<file path="config.mk">
export PLATFORM = sky130hd
export DESIGN_NAME = controller
export DESIGN_NICKNAME = d
export VERILOG_FILES = /design/src/rtl/ctrl_pkg.sv /design/src/rtl/ctrl_if.sv /design/src/rtl/alu_decode.sv /design/src/rtl/branch_decode.sv /design/src/rtl/control_register.sv /design/src/rtl/controller.sv /design/src/rtl/fetch_decode.sv
export SDC_FILE = /design/constraint.sdc
export NUM_CORES = 1
export LEC_CHECK = 0
export ABC_AREA = 1
export CAP_MARGIN = 20
export CORE_MARGIN = 10
export CORE_UTILIZATION = 50
export CTS_BUF_LIST = sky130_fd_sc_hd__clkbuf_4 sky130_fd_sc_hd__clkbuf_8
export DETAILED_ROUTE_END_ITERATION = 12
export DONT_BUFFER_PORTS = 1
export SLEW_MARGIN = 15
export SYNTH_ARGS = -nofsm -noshare
export SYNTH_HDL_FRONTEND = slang
export SYNTH_SLANG_ARGS = --single-unit
</file>
<file path="constraint.sdc">
create_clock -name clk -period 1.1 [get_ports clk]
set_clock_uncertainty 0.2 [all_clocks]
set_input_delay 0.055 -clock clk [delete_from_list [all_inputs] [get_ports clk]]
set_output_delay 0.055 -clock clk [all_outputs]
set_load 0.03 [all_outputs]
</file>
<file path="src/rtl/ctrl_pkg.sv">
`default_nettype none

package ctrl_pkg;

        localparam int reg_addr_w   = 4;
        localparam int offset_w     = 8;
        localparam int alu_func_w   = 4;
        localparam int alu_in_sel_w = 4;
        localparam int code_w       = 2;     // sst, sci and rec

        typedef enum logic [2:0] {
                beat_fetch1 = 3'b000,
                beat_fetch2 = 3'b001,
                beat_exec   = 3'b011,
                beat_fetch0 = 3'b100
        } beat_t;

        // same 16 bits, register form or jump form
        typedef union packed {
                struct packed {
                        logic [7:0]            opcode;
                        logic [reg_addr_w-1:0] dest;
                        logic [reg_addr_w-1:0] sour;
                } reg_form;
                struct packed {
                        logic [7:0]          opcode;
                        logic [offset_w-1:0] offset;
                } jump_form;
        } instr_u;

        localparam logic [7:0] op_add  = 8'h00;
        localparam logic [7:0] op_sub  = 8'h01;
        localparam logic [7:0] op_and  = 8'h02;
        localparam logic [7:0] op_cmp  = 8'h03;
        localparam logic [7:0] op_xor  = 8'h04;
        localparam logic [7:0] op_test = 8'h05;
        localparam logic [7:0] op_or   = 8'h06;
        localparam logic [7:0] op_mov  = 8'h07;
        localparam logic [7:0] op_dec  = 8'h08;
        localparam logic [7:0] op_inc  = 8'h09;
        localparam logic [7:0] op_shl  = 8'h0a;
        localparam logic [7:0] op_shr  = 8'h0b;
        localparam logic [7:0] op_adc  = 8'h0c;
        localparam logic [7:0] op_sbb  = 8'h0d;
        localparam logic [7:0] op_not  = 8'h0e;
        localparam logic [7:0] op_div  = 8'h0f;
        localparam logic [7:0] op_mul  = 8'h10;
        localparam logic [7:0] op_rol  = 8'h11;
        localparam logic [7:0] op_ror  = 8'h12;
        localparam logic [7:0] op_sar  = 8'h13;
        localparam logic [7:0] op_rev  = 8'h14;     // last register-form opcode
        localparam logic [7:0] op_jmp  = 8'h40;
        localparam logic [7:0] op_js   = 8'h41;
        localparam logic [7:0] op_jns  = 8'h43;
        localparam logic [7:0] op_jc   = 8'h44;
        localparam logic [7:0] op_jnc  = 8'h45;
        localparam logic [7:0] op_jz   = 8'h46;
        localparam logic [7:0] op_jnz  = 8'h47;
        localparam logic [7:0] op_stc  = 8'h78;
        localparam logic [7:0] op_clc  = 8'h7a;

        localparam logic [code_w-1:0] sst_alu   = 2'b00;     // flags from alu
        localparam logic [code_w-1:0] sst_set   = 2'b01;
        localparam logic [code_w-1:0] sst_clear = 2'b10;
        localparam logic [code_w-1:0] sst_keep  = 2'b11;

        localparam logic [code_w-1:0] sci_zero = 2'b00;
        localparam logic [code_w-1:0] sci_one  = 2'b01;
        localparam logic [code_w-1:0] sci_flag = 2'b10;     // carry flag as cin

        localparam logic [code_w-1:0] rec_none = 2'b00;
        localparam logic [code_w-1:0] rec_ar   = 2'b01;
        localparam logic [code_w-1:0] rec_ir   = 2'b10;

        localparam logic [alu_func_w-1:0] fn_pass   = 4'b0000;     // a + b + cin
        localparam logic [alu_func_w-1:0] fn_sub    = 4'b0001;
        localparam logic [alu_func_w-1:0] fn_and    = 4'b0010;
        localparam logic [alu_func_w-1:0] fn_or     = 4'b0011;
        localparam logic [alu_func_w-1:0] fn_xor    = 4'b0100;
        localparam logic [alu_func_w-1:0] fn_shl    = 4'b0101;
        localparam logic [alu_func_w-1:0] fn_shr    = 4'b0110;
        localparam logic [alu_func_w-1:0] fn_not    = 4'b0111;
        localparam logic [alu_func_w-1:0] fn_div    = 4'b1000;
        localparam logic [alu_func_w-1:0] fn_mul    = 4'b1001;
        localparam logic [alu_func_w-1:0] fn_rol    = 4'b1010;
        localparam logic [alu_func_w-1:0] fn_ror    = 4'b1011;
        localparam logic [alu_func_w-1:0] fn_sar    = 4'b1100;
        localparam logic [alu_func_w-1:0] fn_bitrev = 4'b1101;

        localparam logic [alu_in_sel_w-1:0] in_reg    = 4'b0000;
        localparam logic [alu_in_sel_w-1:0] in_move   = 4'b0001;
        localparam logic [alu_in_sel_w-1:0] in_dest   = 4'b0010;
        localparam logic [alu_in_sel_w-1:0] in_offset = 4'b0011;
        localparam logic [alu_in_sel_w-1:0] in_pc     = 4'b0100;

        // register-form table, indexed by opcode: {alu_func, sst, sci, alu_in_sel}
        localparam int alu_ops     = 21;
        localparam int alu_entry_w = alu_func_w + 2 * code_w + alu_in_sel_w;
        localparam logic [alu_entry_w-1:0] alu_table [alu_ops] = '{
                {fn_pass,   sst_alu,  sci_zero, in_reg},      // add
                {fn_sub,    sst_alu,  sci_zero, in_reg},
                {fn_and,    sst_alu,  sci_zero, in_reg},
                {fn_sub,    sst_alu,  sci_zero, in_reg},      // cmp
                {fn_xor,    sst_alu,  sci_zero, in_reg},
                {fn_and,    sst_alu,  sci_zero, in_reg},      // test
                {fn_or,     sst_alu,  sci_zero, in_reg},
                {fn_pass,   sst_keep, sci_zero, in_move},     // mov
                {fn_sub,    sst_alu,  sci_one,  in_dest},     // dec
                {fn_pass,   sst_alu,  sci_one,  in_dest},     // inc
                {fn_shl,    sst_alu,  sci_zero, in_reg},
                {fn_shr,    sst_alu,  sci_zero, in_reg},
                {fn_pass,   sst_alu,  sci_flag, in_reg},      // adc
                {fn_sub,    sst_alu,  sci_flag, in_reg},      // sbb
                {fn_not,    sst_alu,  sci_flag, in_reg},
                {fn_div,    sst_alu,  sci_flag, in_reg},
                {fn_mul,    sst_alu,  sci_flag, in_reg},
                {fn_rol,    sst_alu,  sci_zero, in_reg},
                {fn_ror,    sst_alu,  sci_zero, in_reg},
                {fn_sar,    sst_alu,  sci_zero, in_reg},
                {fn_bitrev, sst_alu,  sci_zero, in_dest}
        };

endpackage

`default_nettype wire

</file>
<file path="src/rtl/ctrl_if.sv">
`timescale 1ns/1ps
`default_nettype none

interface ctrl_if;
        import ctrl_pkg::*;

        logic                    hit;     // decoder owns this beat/opcode
        logic [reg_addr_w-1:0]   dest_reg;
        logic [reg_addr_w-1:0]   sour_reg;
        logic [offset_w-1:0]     offset;
        logic [code_w-1:0]       sst;
        logic [code_w-1:0]       sci;
        logic [code_w-1:0]       rec;
        logic [alu_func_w-1:0]   alu_func;
        logic [alu_in_sel_w-1:0] alu_in_sel;
        logic                    en_reg;
        logic                    en_pc;

        modport drive (output hit, dest_reg, sour_reg, offset, sst, sci, rec,
                       alu_func, alu_in_sel, en_reg, en_pc);

        modport take (input hit, dest_reg, sour_reg, offset, sst, sci, rec,
                      alu_func, alu_in_sel, en_reg, en_pc);

endinterface

`default_nettype wire

</file>
<file path="src/rtl/alu_decode.sv">
`timescale 1ns/1ps
`default_nettype none

module alu_decode (
        input  ctrl_pkg::beat_t  timer,
        input  ctrl_pkg::instr_u instruction,
        ctrl_if.drive            cw
);
        import ctrl_pkg::*;

        logic [7:0]             op;
        logic [alu_entry_w-1:0] entry;

        assign op = instruction.reg_form.opcode;

        always_comb begin
                entry = '0;
                if (op <= op_rev) begin
                        entry = alu_table[op[4:0]];
                end
        end

        always_comb begin
                cw.hit      = (timer == beat_exec) && (op <= op_rev);
                cw.dest_reg = instruction.reg_form.dest;
                cw.sour_reg = instruction.reg_form.sour;
                cw.offset   = '0;
                cw.rec      = rec_none;
                {cw.alu_func, cw.sst, cw.sci, cw.alu_in_sel} = entry;
                cw.en_reg   = !((op == op_cmp) || (op == op_test));     // flags only
                cw.en_pc    = 1'b0;
        end

endmodule

`default_nettype wire

</file>
<file path="src/rtl/branch_decode.sv">
`timescale 1ns/1ps
`default_nettype none

module branch_decode (
        input  ctrl_pkg::beat_t  timer,
        input  ctrl_pkg::instr_u instruction,
        input  logic             c,
        input  logic             z,
        input  logic             s,
        ctrl_if.drive            cw
);
        import ctrl_pkg::*;

        logic [7:0] op;

        assign op = instruction.jump_form.opcode;

        always_comb begin
                cw.hit        = 1'b0;
                cw.dest_reg   = '0;
                cw.sour_reg   = '0;
                cw.offset     = instruction.jump_form.offset;
                cw.sst        = sst_keep;
                cw.sci        = sci_zero;
                cw.rec        = rec_none;
                cw.alu_func   = fn_pass;
                cw.alu_in_sel = in_offset;     // pc + offset
                cw.en_reg     = 1'b0;
                cw.en_pc      = 1'b0;
                if (timer == beat_exec) begin
                        cw.hit = 1'b1;
                        case (op)
                                op_jmp: cw.en_pc = 1'b1;
                                op_js:  cw.en_pc = s;
                                op_jns: cw.en_pc = ~s;
                                op_jc:  cw.en_pc = c;
                                op_jnc: cw.en_pc = ~c;
                                op_jz:  cw.en_pc = z;
                                op_jnz: cw.en_pc = ~z;
                                op_stc: begin
                                        cw.sst        = sst_set;
                                        cw.alu_in_sel = in_reg;
                                end
                                op_clc: begin
                                        cw.sst        = sst_clear;
                                        cw.alu_in_sel = in_reg;
                                end
                                default: cw.hit = 1'b0;     // not ours
                        endcase
                end
        end

endmodule

`default_nettype wire

</file>
<file path="src/rtl/control_register.sv">
`timescale 1ns/1ps
`default_nettype none

module control_register (
        input  logic                                 clk,
        input  logic                                 arst_n,
        ctrl_if.take                                 fetch_cw,
        ctrl_if.take                                 alu_cw,
        ctrl_if.take                                 branch_cw,
        output logic [ctrl_pkg::reg_addr_w-1:0]      dest_reg,
        output logic [ctrl_pkg::reg_addr_w-1:0]      sour_reg,
        output logic [ctrl_pkg::offset_w-1:0]        offset,
        output logic [ctrl_pkg::code_w-1:0]          sst,
        output logic [ctrl_pkg::code_w-1:0]          sci,
        output logic [ctrl_pkg::code_w-1:0]          rec,
        output logic [ctrl_pkg::alu_func_w-1:0]      alu_func,
        output logic [ctrl_pkg::alu_in_sel_w-1:0]    alu_in_sel,
        output logic                                 en_reg,
        output logic                                 en_pc
);
        import ctrl_pkg::*;

        localparam int cw_w = 2 * reg_addr_w + offset_w + 3 * code_w + alu_func_w
                              + alu_in_sel_w + 2;

        logic [cw_w-1:0] fetch_word;
        logic [cw_w-1:0] alu_word;
        logic [cw_w-1:0] branch_word;
        logic [cw_w-1:0] next_word;
        logic            any_hit;

        assign fetch_word = {fetch_cw.dest_reg, fetch_cw.sour_reg, fetch_cw.offset,
                             fetch_cw.sst, fetch_cw.sci, fetch_cw.rec, fetch_cw.alu_func,
                             fetch_cw.alu_in_sel, fetch_cw.en_reg, fetch_cw.en_pc};
        assign alu_word = {alu_cw.dest_reg, alu_cw.sour_reg, alu_cw.offset,
                           alu_cw.sst, alu_cw.sci, alu_cw.rec, alu_cw.alu_func,
                           alu_cw.alu_in_sel, alu_cw.en_reg, alu_cw.en_pc};
        assign branch_word = {branch_cw.dest_reg, branch_cw.sour_reg, branch_cw.offset,
                              branch_cw.sst, branch_cw.sci, branch_cw.rec, branch_cw.alu_func,
                              branch_cw.alu_in_sel, branch_cw.en_reg, branch_cw.en_pc};

        assign any_hit = fetch_cw.hit | alu_cw.hit | branch_cw.hit;

        always_comb begin
                next_word = fetch_word;     // decoders are disjoint
                if (alu_cw.hit) begin
                        next_word = alu_word;
                end else if (branch_cw.hit) begin
                        next_word = branch_word;
                end
        end

        always_ff @(posedge clk or negedge arst_n) begin
                if (!arst_n) begin
                        dest_reg   <= '0;
                        sour_reg   <= '0;
                        offset     <= '0;
                        sst        <= sst_keep;
                        sci        <= sci_zero;
                        rec        <= rec_none;
                        alu_func   <= fn_pass;
                        alu_in_sel <= in_reg;
                        en_reg     <= 1'b0;
                        en_pc      <= 1'b0;
                end else if (any_hit) begin     // unknown beat/opcode holds
                        {dest_reg, sour_reg, offset, sst, sci, rec, alu_func,
                         alu_in_sel, en_reg, en_pc} <= next_word;
                end
        end

endmodule

`default_nettype wire

</file>
<file path="src/rtl/controller.sv">
`timescale 1ns/1ps
`default_nettype none

module controller (
        input  logic                              clk,
        input  logic                              arst_n,
        input  logic [2:0]                        timer,
        input  logic [15:0]                       instruction,
        input  logic                              c,
        input  logic                              z,
        input  logic                              s,
        output logic [ctrl_pkg::reg_addr_w-1:0]   dest_reg,
        output logic [ctrl_pkg::reg_addr_w-1:0]   sour_reg,
        output logic [ctrl_pkg::offset_w-1:0]     offset,
        output logic [ctrl_pkg::code_w-1:0]       sst,
        output logic [ctrl_pkg::code_w-1:0]       sci,
        output logic [ctrl_pkg::code_w-1:0]       rec,
        output logic [ctrl_pkg::alu_func_w-1:0]   alu_func,
        output logic [ctrl_pkg::alu_in_sel_w-1:0] alu_in_sel,
        output logic                              en_reg,
        output logic                              en_pc
);
        import ctrl_pkg::*;

        beat_t  beat;
        instr_u instr;

        assign beat  = beat_t'(timer);     // 010, 101, 110, 111 fall through
        assign instr = instruction;

        ctrl_if fetch_cw ();
        ctrl_if alu_cw ();
        ctrl_if branch_cw ();

        fetch_decode fetch_decode_inst (
                .timer (beat),
                .cw    (fetch_cw)
        );

        alu_decode alu_decode_inst (
                .timer       (beat),
                .instruction (instr),
                .cw          (alu_cw)
        );

        branch_decode branch_decode_inst (
                .timer       (beat),
                .instruction (instr),
                .c           (c),
                .z           (z),
                .s           (s),
                .cw          (branch_cw)
        );

        control_register control_register_inst (
                .clk        (clk),
                .arst_n     (arst_n),
                .fetch_cw   (fetch_cw),
                .alu_cw     (alu_cw),
                .branch_cw  (branch_cw),
                .dest_reg   (dest_reg),
                .sour_reg   (sour_reg),
                .offset     (offset),
                .sst        (sst),
                .sci        (sci),
                .rec        (rec),
                .alu_func   (alu_func),
                .alu_in_sel (alu_in_sel),
                .en_reg     (en_reg),
                .en_pc      (en_pc)
        );

endmodule

`default_nettype wire

</file>
<file path="src/rtl/fetch_decode.sv">
`timescale 1ns/1ps
`default_nettype none

module fetch_decode (
        input  ctrl_pkg::beat_t timer,
        ctrl_if.drive           cw
);
        import ctrl_pkg::*;

        always_comb begin
                cw.hit        = 1'b0;
                cw.dest_reg   = '0;
                cw.sour_reg   = '0;
                cw.offset     = '0;
                cw.sst        = sst_keep;
                cw.sci        = sci_zero;
                cw.rec        = rec_none;
                cw.alu_func   = fn_pass;
                cw.alu_in_sel = in_reg;
                cw.en_reg     = 1'b0;
                cw.en_pc      = 1'b0;
                case (timer)
                        beat_fetch0: begin
                                cw.hit = 1'b1;     // bus cycle, nothing latched
                        end
                        beat_fetch1: begin
                                cw.hit        = 1'b1;
                                cw.sci        = sci_one;     // pc + 1
                                cw.alu_in_sel = in_pc;
                                cw.en_pc      = 1'b1;
                                cw.rec        = rec_ar;
                        end
                        beat_fetch2: begin
                                cw.hit = 1'b1;
                                cw.rec = rec_ir;     // load instruction register
                        end
                        default: begin
                        end
                endcase
        end

endmodule

`default_nettype wire

</file>
### Word-level counts from Yosys, hierarchy flattened

Memories as Yosys holds them, arrays and structs flattened.
Cells that the tools add are included.

| storage, ports and cells | value |
|---|---|
| flip-flop bits (word level) | 32 |
| bits in read-only memories | 384 |
| input bits | 24 |
| output and inout bits | 32 |
| word-level logic and storage cells | 58 |
| memories | 1 |

| operators by class | value |
|---|---|
| $lt $le $gt $ge | 2 |
| equal/unequal tests | 14 |
| muxes and demuxes | 18 |
| bitwise gates (word level) | 6 |
| reduce and logical (&&, ||, !) cells | 7 |

Memory list:

| memory | words | width | read ports | clocked after memory_dff | wr ports | line | text |
|---|---|---|---|---|---|---|---|
| (name not given) | 32 | 12 | 1 | 0 | 0 | alu_decode.sv:19 | `entry = alu_table[op[4:0]];` |

Operators with widths:

| cell | count |
|---|---|
| 8-bit by 7-bit equality test with 1-bit output, second input constant | 9 |
| 12-bit two-way mux | 3 |
| 32-bit two-way mux | 1 |
| 24-bit two-way mux | 1 |
| 9-bit OR reduction | 1 |
| 8-bit by 2-bit equality test with 1-bit output, second input constant | 1 |
| 8-bit by 3-bit equality test with 1-bit output, second input constant | 1 |
| 8-bit by 5-bit less-or-equal comparator with 1-bit output, second input constant | 1 |
| 2-bit case mux with 2 select lines | 2 |
| 1-bit case mux with 7 select lines | 1 |
| 6-bit >= comparator, second input constant | 1 |
| 1-bit two-way mux | 6 |
| 5-bit inverter with 6-bit output | 1 |
| 2-bit two-way mux | 2 |
| 4-bit two-way mux | 1 |
| 3-bit by 1-bit equality test with 1-bit output, second input constant | 1 |
| 3-bit by 2-bit equality test with 1-bit output, second input constant | 1 |
| 3-bit equality test, second input constant | 1 |
| 3-bit zero test | 1 |
| 3-bit two-way mux | 1 |
| 1-bit inverter | 3 |
| 3-bit OR reduction | 1 |
| 1-bit bitwise OR | 2 |
| 2-bit OR reduction | 1 |
| other kinds (3) | 3 |

### Longest topological paths before layout

| depth | value |
|---|---|
| word-level depth | 6 |
| mapped depth | 12 |
| mapped depth without buffers | 12 |

### By module

From an unflattened synthesis, not the netlist that was laid out.

| unflattened totals | value |
|---|---|
| cell total of the unflattened synthesis | 487 |
| area total of the unflattened synthesis | 3228.1 µm² |

By module, submodules not included:

| module | instances | cells an instance | area each (µm²) | seq. area each (µm²) |
|---|---|---|---|---|
| control_register | 1 | 280 | 1964.4 | 803.3 |
| alu_decode | 1 | 92 | 568.0 | 0.0 |
| branch_decode | 1 | 76 | 435.4 | 0.0 |
| fetch_decode | 1 | 39 | 260.2 | 0.0 |

### Worst setup path after synthesis

OpenSTA, ideal clock, no wires.

| path | value |
|---|---|
| kind | input -> register |
| from | input instruction[8] |
| to | register control_register_inst.rec[1] (netlist name) |
| setup time | 74 ps |
| arrival time | 1194 ps |
| required time | 826 ps |
| path slack | -368 ps |
| stages | 12 |
| path buffers | 1 |
| path through | inv_1 > ha_1 > inv_1 > nor2_4 > nand2_4 > inv_2 > nor2_2 > nand3_2 > nand2_4 > buf_12 > nand3_2 > o21ai_2 |

| between the ends | value |
|---|---|
| longest elaborated chain between the ends | 6 |
| elaborated cells between the ends (all ways) | 18 |
| classes of those cells | order compare: 1; eq/ne: 9; mux: 4; bitwise: 2; reduce/logical: 2 |

Ends and longest elaborated chain:

| element | line | text |
|---|---|---|
| start, declared | controller.sv:8 | `input logic [15:0] instruction,` |
| 8-bit by 7-bit equality test with 1-bit output | branch_decode.sv:32 | `case (op)` |
| 9-bit OR reduction (no line) | - |  |
| 1-bit two-way mux | branch_decode.sv:32 |  |
| 1-bit two-way mux | branch_decode.sv:30 | `if (timer == beat_exec) begin` |
| 24-bit two-way mux | control_register.sv:48 | `end else if (branch_cw.hit) begin` |
| 32-bit two-way mux | control_register.sv:46 | `if (alu_cw.hit) begin` |
| end signal, assigned | control_register.sv:60 | `rec <= rec_none;` |
| end, declared | control_register.sv:15 | `output logic [ctrl_pkg::code_w-1:0] rec,` |

Parallel ways exist; a longest one is shown, timed or not.
A chain may end at the register's enable or synchronous reset.

### Final worst setup path

| path | value |
|---|---|
| from | input instruction[8] |
| to | register control_register_inst.en_pc |

| between the ends | value |
|---|---|
| longest elaborated chain between the ends | 6 |
| elaborated cells between the ends (all ways) | 20 |
| classes of those cells | order compare: 1; eq/ne: 9; mux: 6; bitwise: 2; reduce/logical: 2 |

Ends and longest elaborated chain:

| element | line | text |
|---|---|---|
| 8-bit by 7-bit equality test with 1-bit output | branch_decode.sv:32 |  |
| 9-bit OR reduction (no line) | - |  |
| 1-bit two-way mux | branch_decode.sv:32 |  |
| 1-bit two-way mux | branch_decode.sv:30 |  |
| 24-bit two-way mux | control_register.sv:48 |  |
| 32-bit two-way mux | control_register.sv:46 |  |
| end signal, assigned | control_register.sv:67 | `alu_in_sel, en_reg, en_pc} <= next_word;` |
| end, declared | control_register.sv:19 | `output logic en_pc` |

Parallel ways exist; a longest one is shown, timed or not.

==> flow_summary.json <==
{
  "critical_path.startpoint_type": "primary input",
  "period_needed_ns": 1.213,
  "initial_core_util": 0.5224,
  "hold_slack_ns": -0.1575,
  "synthDistinctLibCells": 32,
  "grt_pass1_wl_um": 10410,
  "setup-violations-final": 46,
  "cts_tree": "built",
  "ys_seq_area_frac": 0.3672,
  "rsz0062_at_grt": "true",
  "drc_errors": 0,
  "drive_above_1_share": 0.5133,
  "ios": 56,
  "critPathSlowestCell": "clkbuf_16",
  "gp_congestion": 0.9065,
  "status": "finished with violations",
  "critPathMaxFanout": 7,
  "ir_worst_vdd_uv": 381.5,
  "hold_path.class": "primary input to register",
  "die_w_um": 85.11,
  "post-place-ws_ns": -0.2974,
  "crit_path_end_kind": "register",
  "nets": 405,
  "finalHoldViolations": 4,
  "drtIter0Drc": 186,
  "clkLatencyLatePin_ns": 0.28,
  "slew_violations": 0,
  "fmax_ghz": 0.8242,
  "cts_root_buffer": "clkbuf_8",
  "final_common_cell": "nand2_1",
  "portBuffers": 0,
  "avgRoutedWirePerCell_um": 19.71,
  "dp_hpwl_um": 4405,
  "min_period_over_period": 1.103,
  "grt_max_degree": 32,
  "die_area_sq_um": 7244,
  "drtAntennaViolNets": 0,
  "die_y_um": 85.11,
  "final_core_util": 0.8582,
  "core-area_sq_um": 4058,
  "vias": 2339,
  "syn_area_per_cell_sq_um": 8.215,
  "routed_via_density": 5.491,
  "crit_cells": 10,
  "syn_nets": 287,
  "grt_overflow": 0,
  "diodes": 0,
  "dr.pass1.iters": 4,
  "netlist_instances": 258,
  "largest_register_ffs": 8,
  "htree_num_levels": 2,
  "violations": "negative hold slack, negative setup slack",
  "clock_path_buffers": 2,
  "area_growth_pct": 64.29,
  "worst_ep_arrival_time_ns": 1.24,
  "grt_antenna_before_repair": 0,
  "worstHoldPathCells": 3,
  "p_leak_uw": 0.001793,
  "clkTransAtPathRegs_ns": 0.07,
  "yosys_register_bits": 31,
  "drv_cap": 0,
  "crit_type": "primary input to register",
  "wl_um": 8398,
  "largest-register": "control_register_inst.offset",
  "cp_common_cell": "nand3_4",
  "syn-cell-area_sq_um": 2120,
  "worstPathRequired_ns": 1.12,
  "slowest_delay_ns": 0.18,
  "crit_chain": "inv_16, ha_4, nand3_4, a21oi_2, nor2_2, nand3_4, nand2_8, clkbuf_16, nand3_2, nand2_1",
  "cp_top_family": "simple AND/OR/NAND/NOR gates",
  "cts_sinks": 31,
  "numCtsBuffers": 5,
  "final_cell_mix": "nand2_1, buf_4, nand3_2, dfrtp_1, buf_6",
  "gr-usage-all-layers": 0.1715,
  "critPathBufInv": 2,
  "rows": 23,
  "power_density_nw_per_um2": 825.7,
  "reg2regPathDepth": 4,
  "yosysWarnings": 0,
  "finalWorstSetupSlack_ns": -0.1132,
  "grt_pass1_vias": 2171
}
[tightest hold or removal path, cell delays in order]
cell,delay [ns]
o21ai_0,0.07
nand3_1,0.08
o21ai_0,0.07
[cell type report]
type / instances / area, sq um
clock buffer: 6 / 82.58
clock inverter: 1 / 5.005
fill: 202 / 575.6
inverter: 25 / 135.1
multi-input combinational: 192 / 1276
sequential: 31 / 778.2
tap: 50 / 62.56
timing repair buffer: 121 / 1142
[metrics by stage]
stage	TNS (ns)	power, uW	cells	area (sq um)
floorplan	-6.746	1588	258	2236
global placement	-7.709	1727	362	2689
detailed placement	-8.550	1733	362	2689
CTS	-0.2005	2755	410	3151
global route	-3.681	2964	426	3482
finish	-2.010	2875	426	3482
[cells by family after synthesis]
logic type / synth area share
flops: 0.3672
simple gates: 0.4250
fa+ha+maj: 0.02952
buf+inv: 0.1092
compound gates: 0.06730
other cells: 0.001769
[metal layers]
metal	wire, um	vias up	GRT usage	share of wire
met5	0	-	0	0
met3	547	33	0.03346	0.065
met2	4436	128	0.3120	0.53
li1	-	1073	-	-
met1	3051	1105	0.1927	0.36
met4	363	0	0.05988	0.043
[worst paths after layout]
check                                                                    from                                             to  slack (ns)
worst min-delay path                                          instruction[10]       control_register_inst.sci[1]$_DFFE_PN0P_       -0.16
max in group asynchronous                                              arst_n       control_register_inst.sst[1]$_DFFE_PN1P_        0.41
min in group asynchronous                                              arst_n  control_register_inst.alu_func[3]$_DFFE_PN0P_        0.04
worst max-delay path                                           instruction[8]        control_register_inst.en_pc$_DFFE_PN0P_       -0.11
worst min register to register  control_register_inst.alu_func[2]$_DFFE_PN0P_  control_register_inst.alu_func[2]$_DFFE_PN0P_        0.33
worst max register to register    control_register_inst.offset[2]$_DFFE_PN0P_    control_register_inst.offset[2]$_DFFE_PN0P_       -0.02
[cells in the mapped netlist]
master,count,area (sq um)
nand3_1,16,80.08
a21oi_1,6,30.03
a21oi_2,1,8.760
buf_6,4,45.04
a32oi_1,1,8.760
o21ai_1,1,5.000
nor3_1,2,10.01
inv_1,19,71.32
nor2_4,3,33.78
nor2_2,2,12.51
buf_12,3,60.06
nand4_1,1,6.260
dfrtp_1,29,725.7
nand2_1,82,307.8
o21bai_1,1,7.510
nand2_2,2,12.51
nor2_1,17,63.81
buf_2,1,5.000
nand2_4,3,33.78
o221ai_1,2,17.52
o21ai_2,1,8.760
o31ai_1,1,7.510
o22ai_1,1,6.260
inv_2,4,15.01
buf_4,3,22.52
o21ai_0,7,35.03
conb_1,1,3.750
inv_4,2,12.51
dfstp_2,2,52.55
nand3_2,34,340.3
ha_1,5,62.56
o211ai_1,1,7.510
[power breakdown]
part / switching (uW) / internal, uW / total, uW
combinational: 391 / 333 / 724
clock: 443 / 491 / 934
sequential: 32.7 / 1180 / 1220
[what timing repair did]
item | in CTS | in global routing
gates cloned | 0 | 3
hold buffers | 15 | 3
setup endpoints to repair | 31 | 56
hold endpoints to repair | 61 | 10
setup buffers | 26 | 10
pin swaps | 1 | 10
resized for setup | 5 | 44
Power figures use the tool's default switching activity.
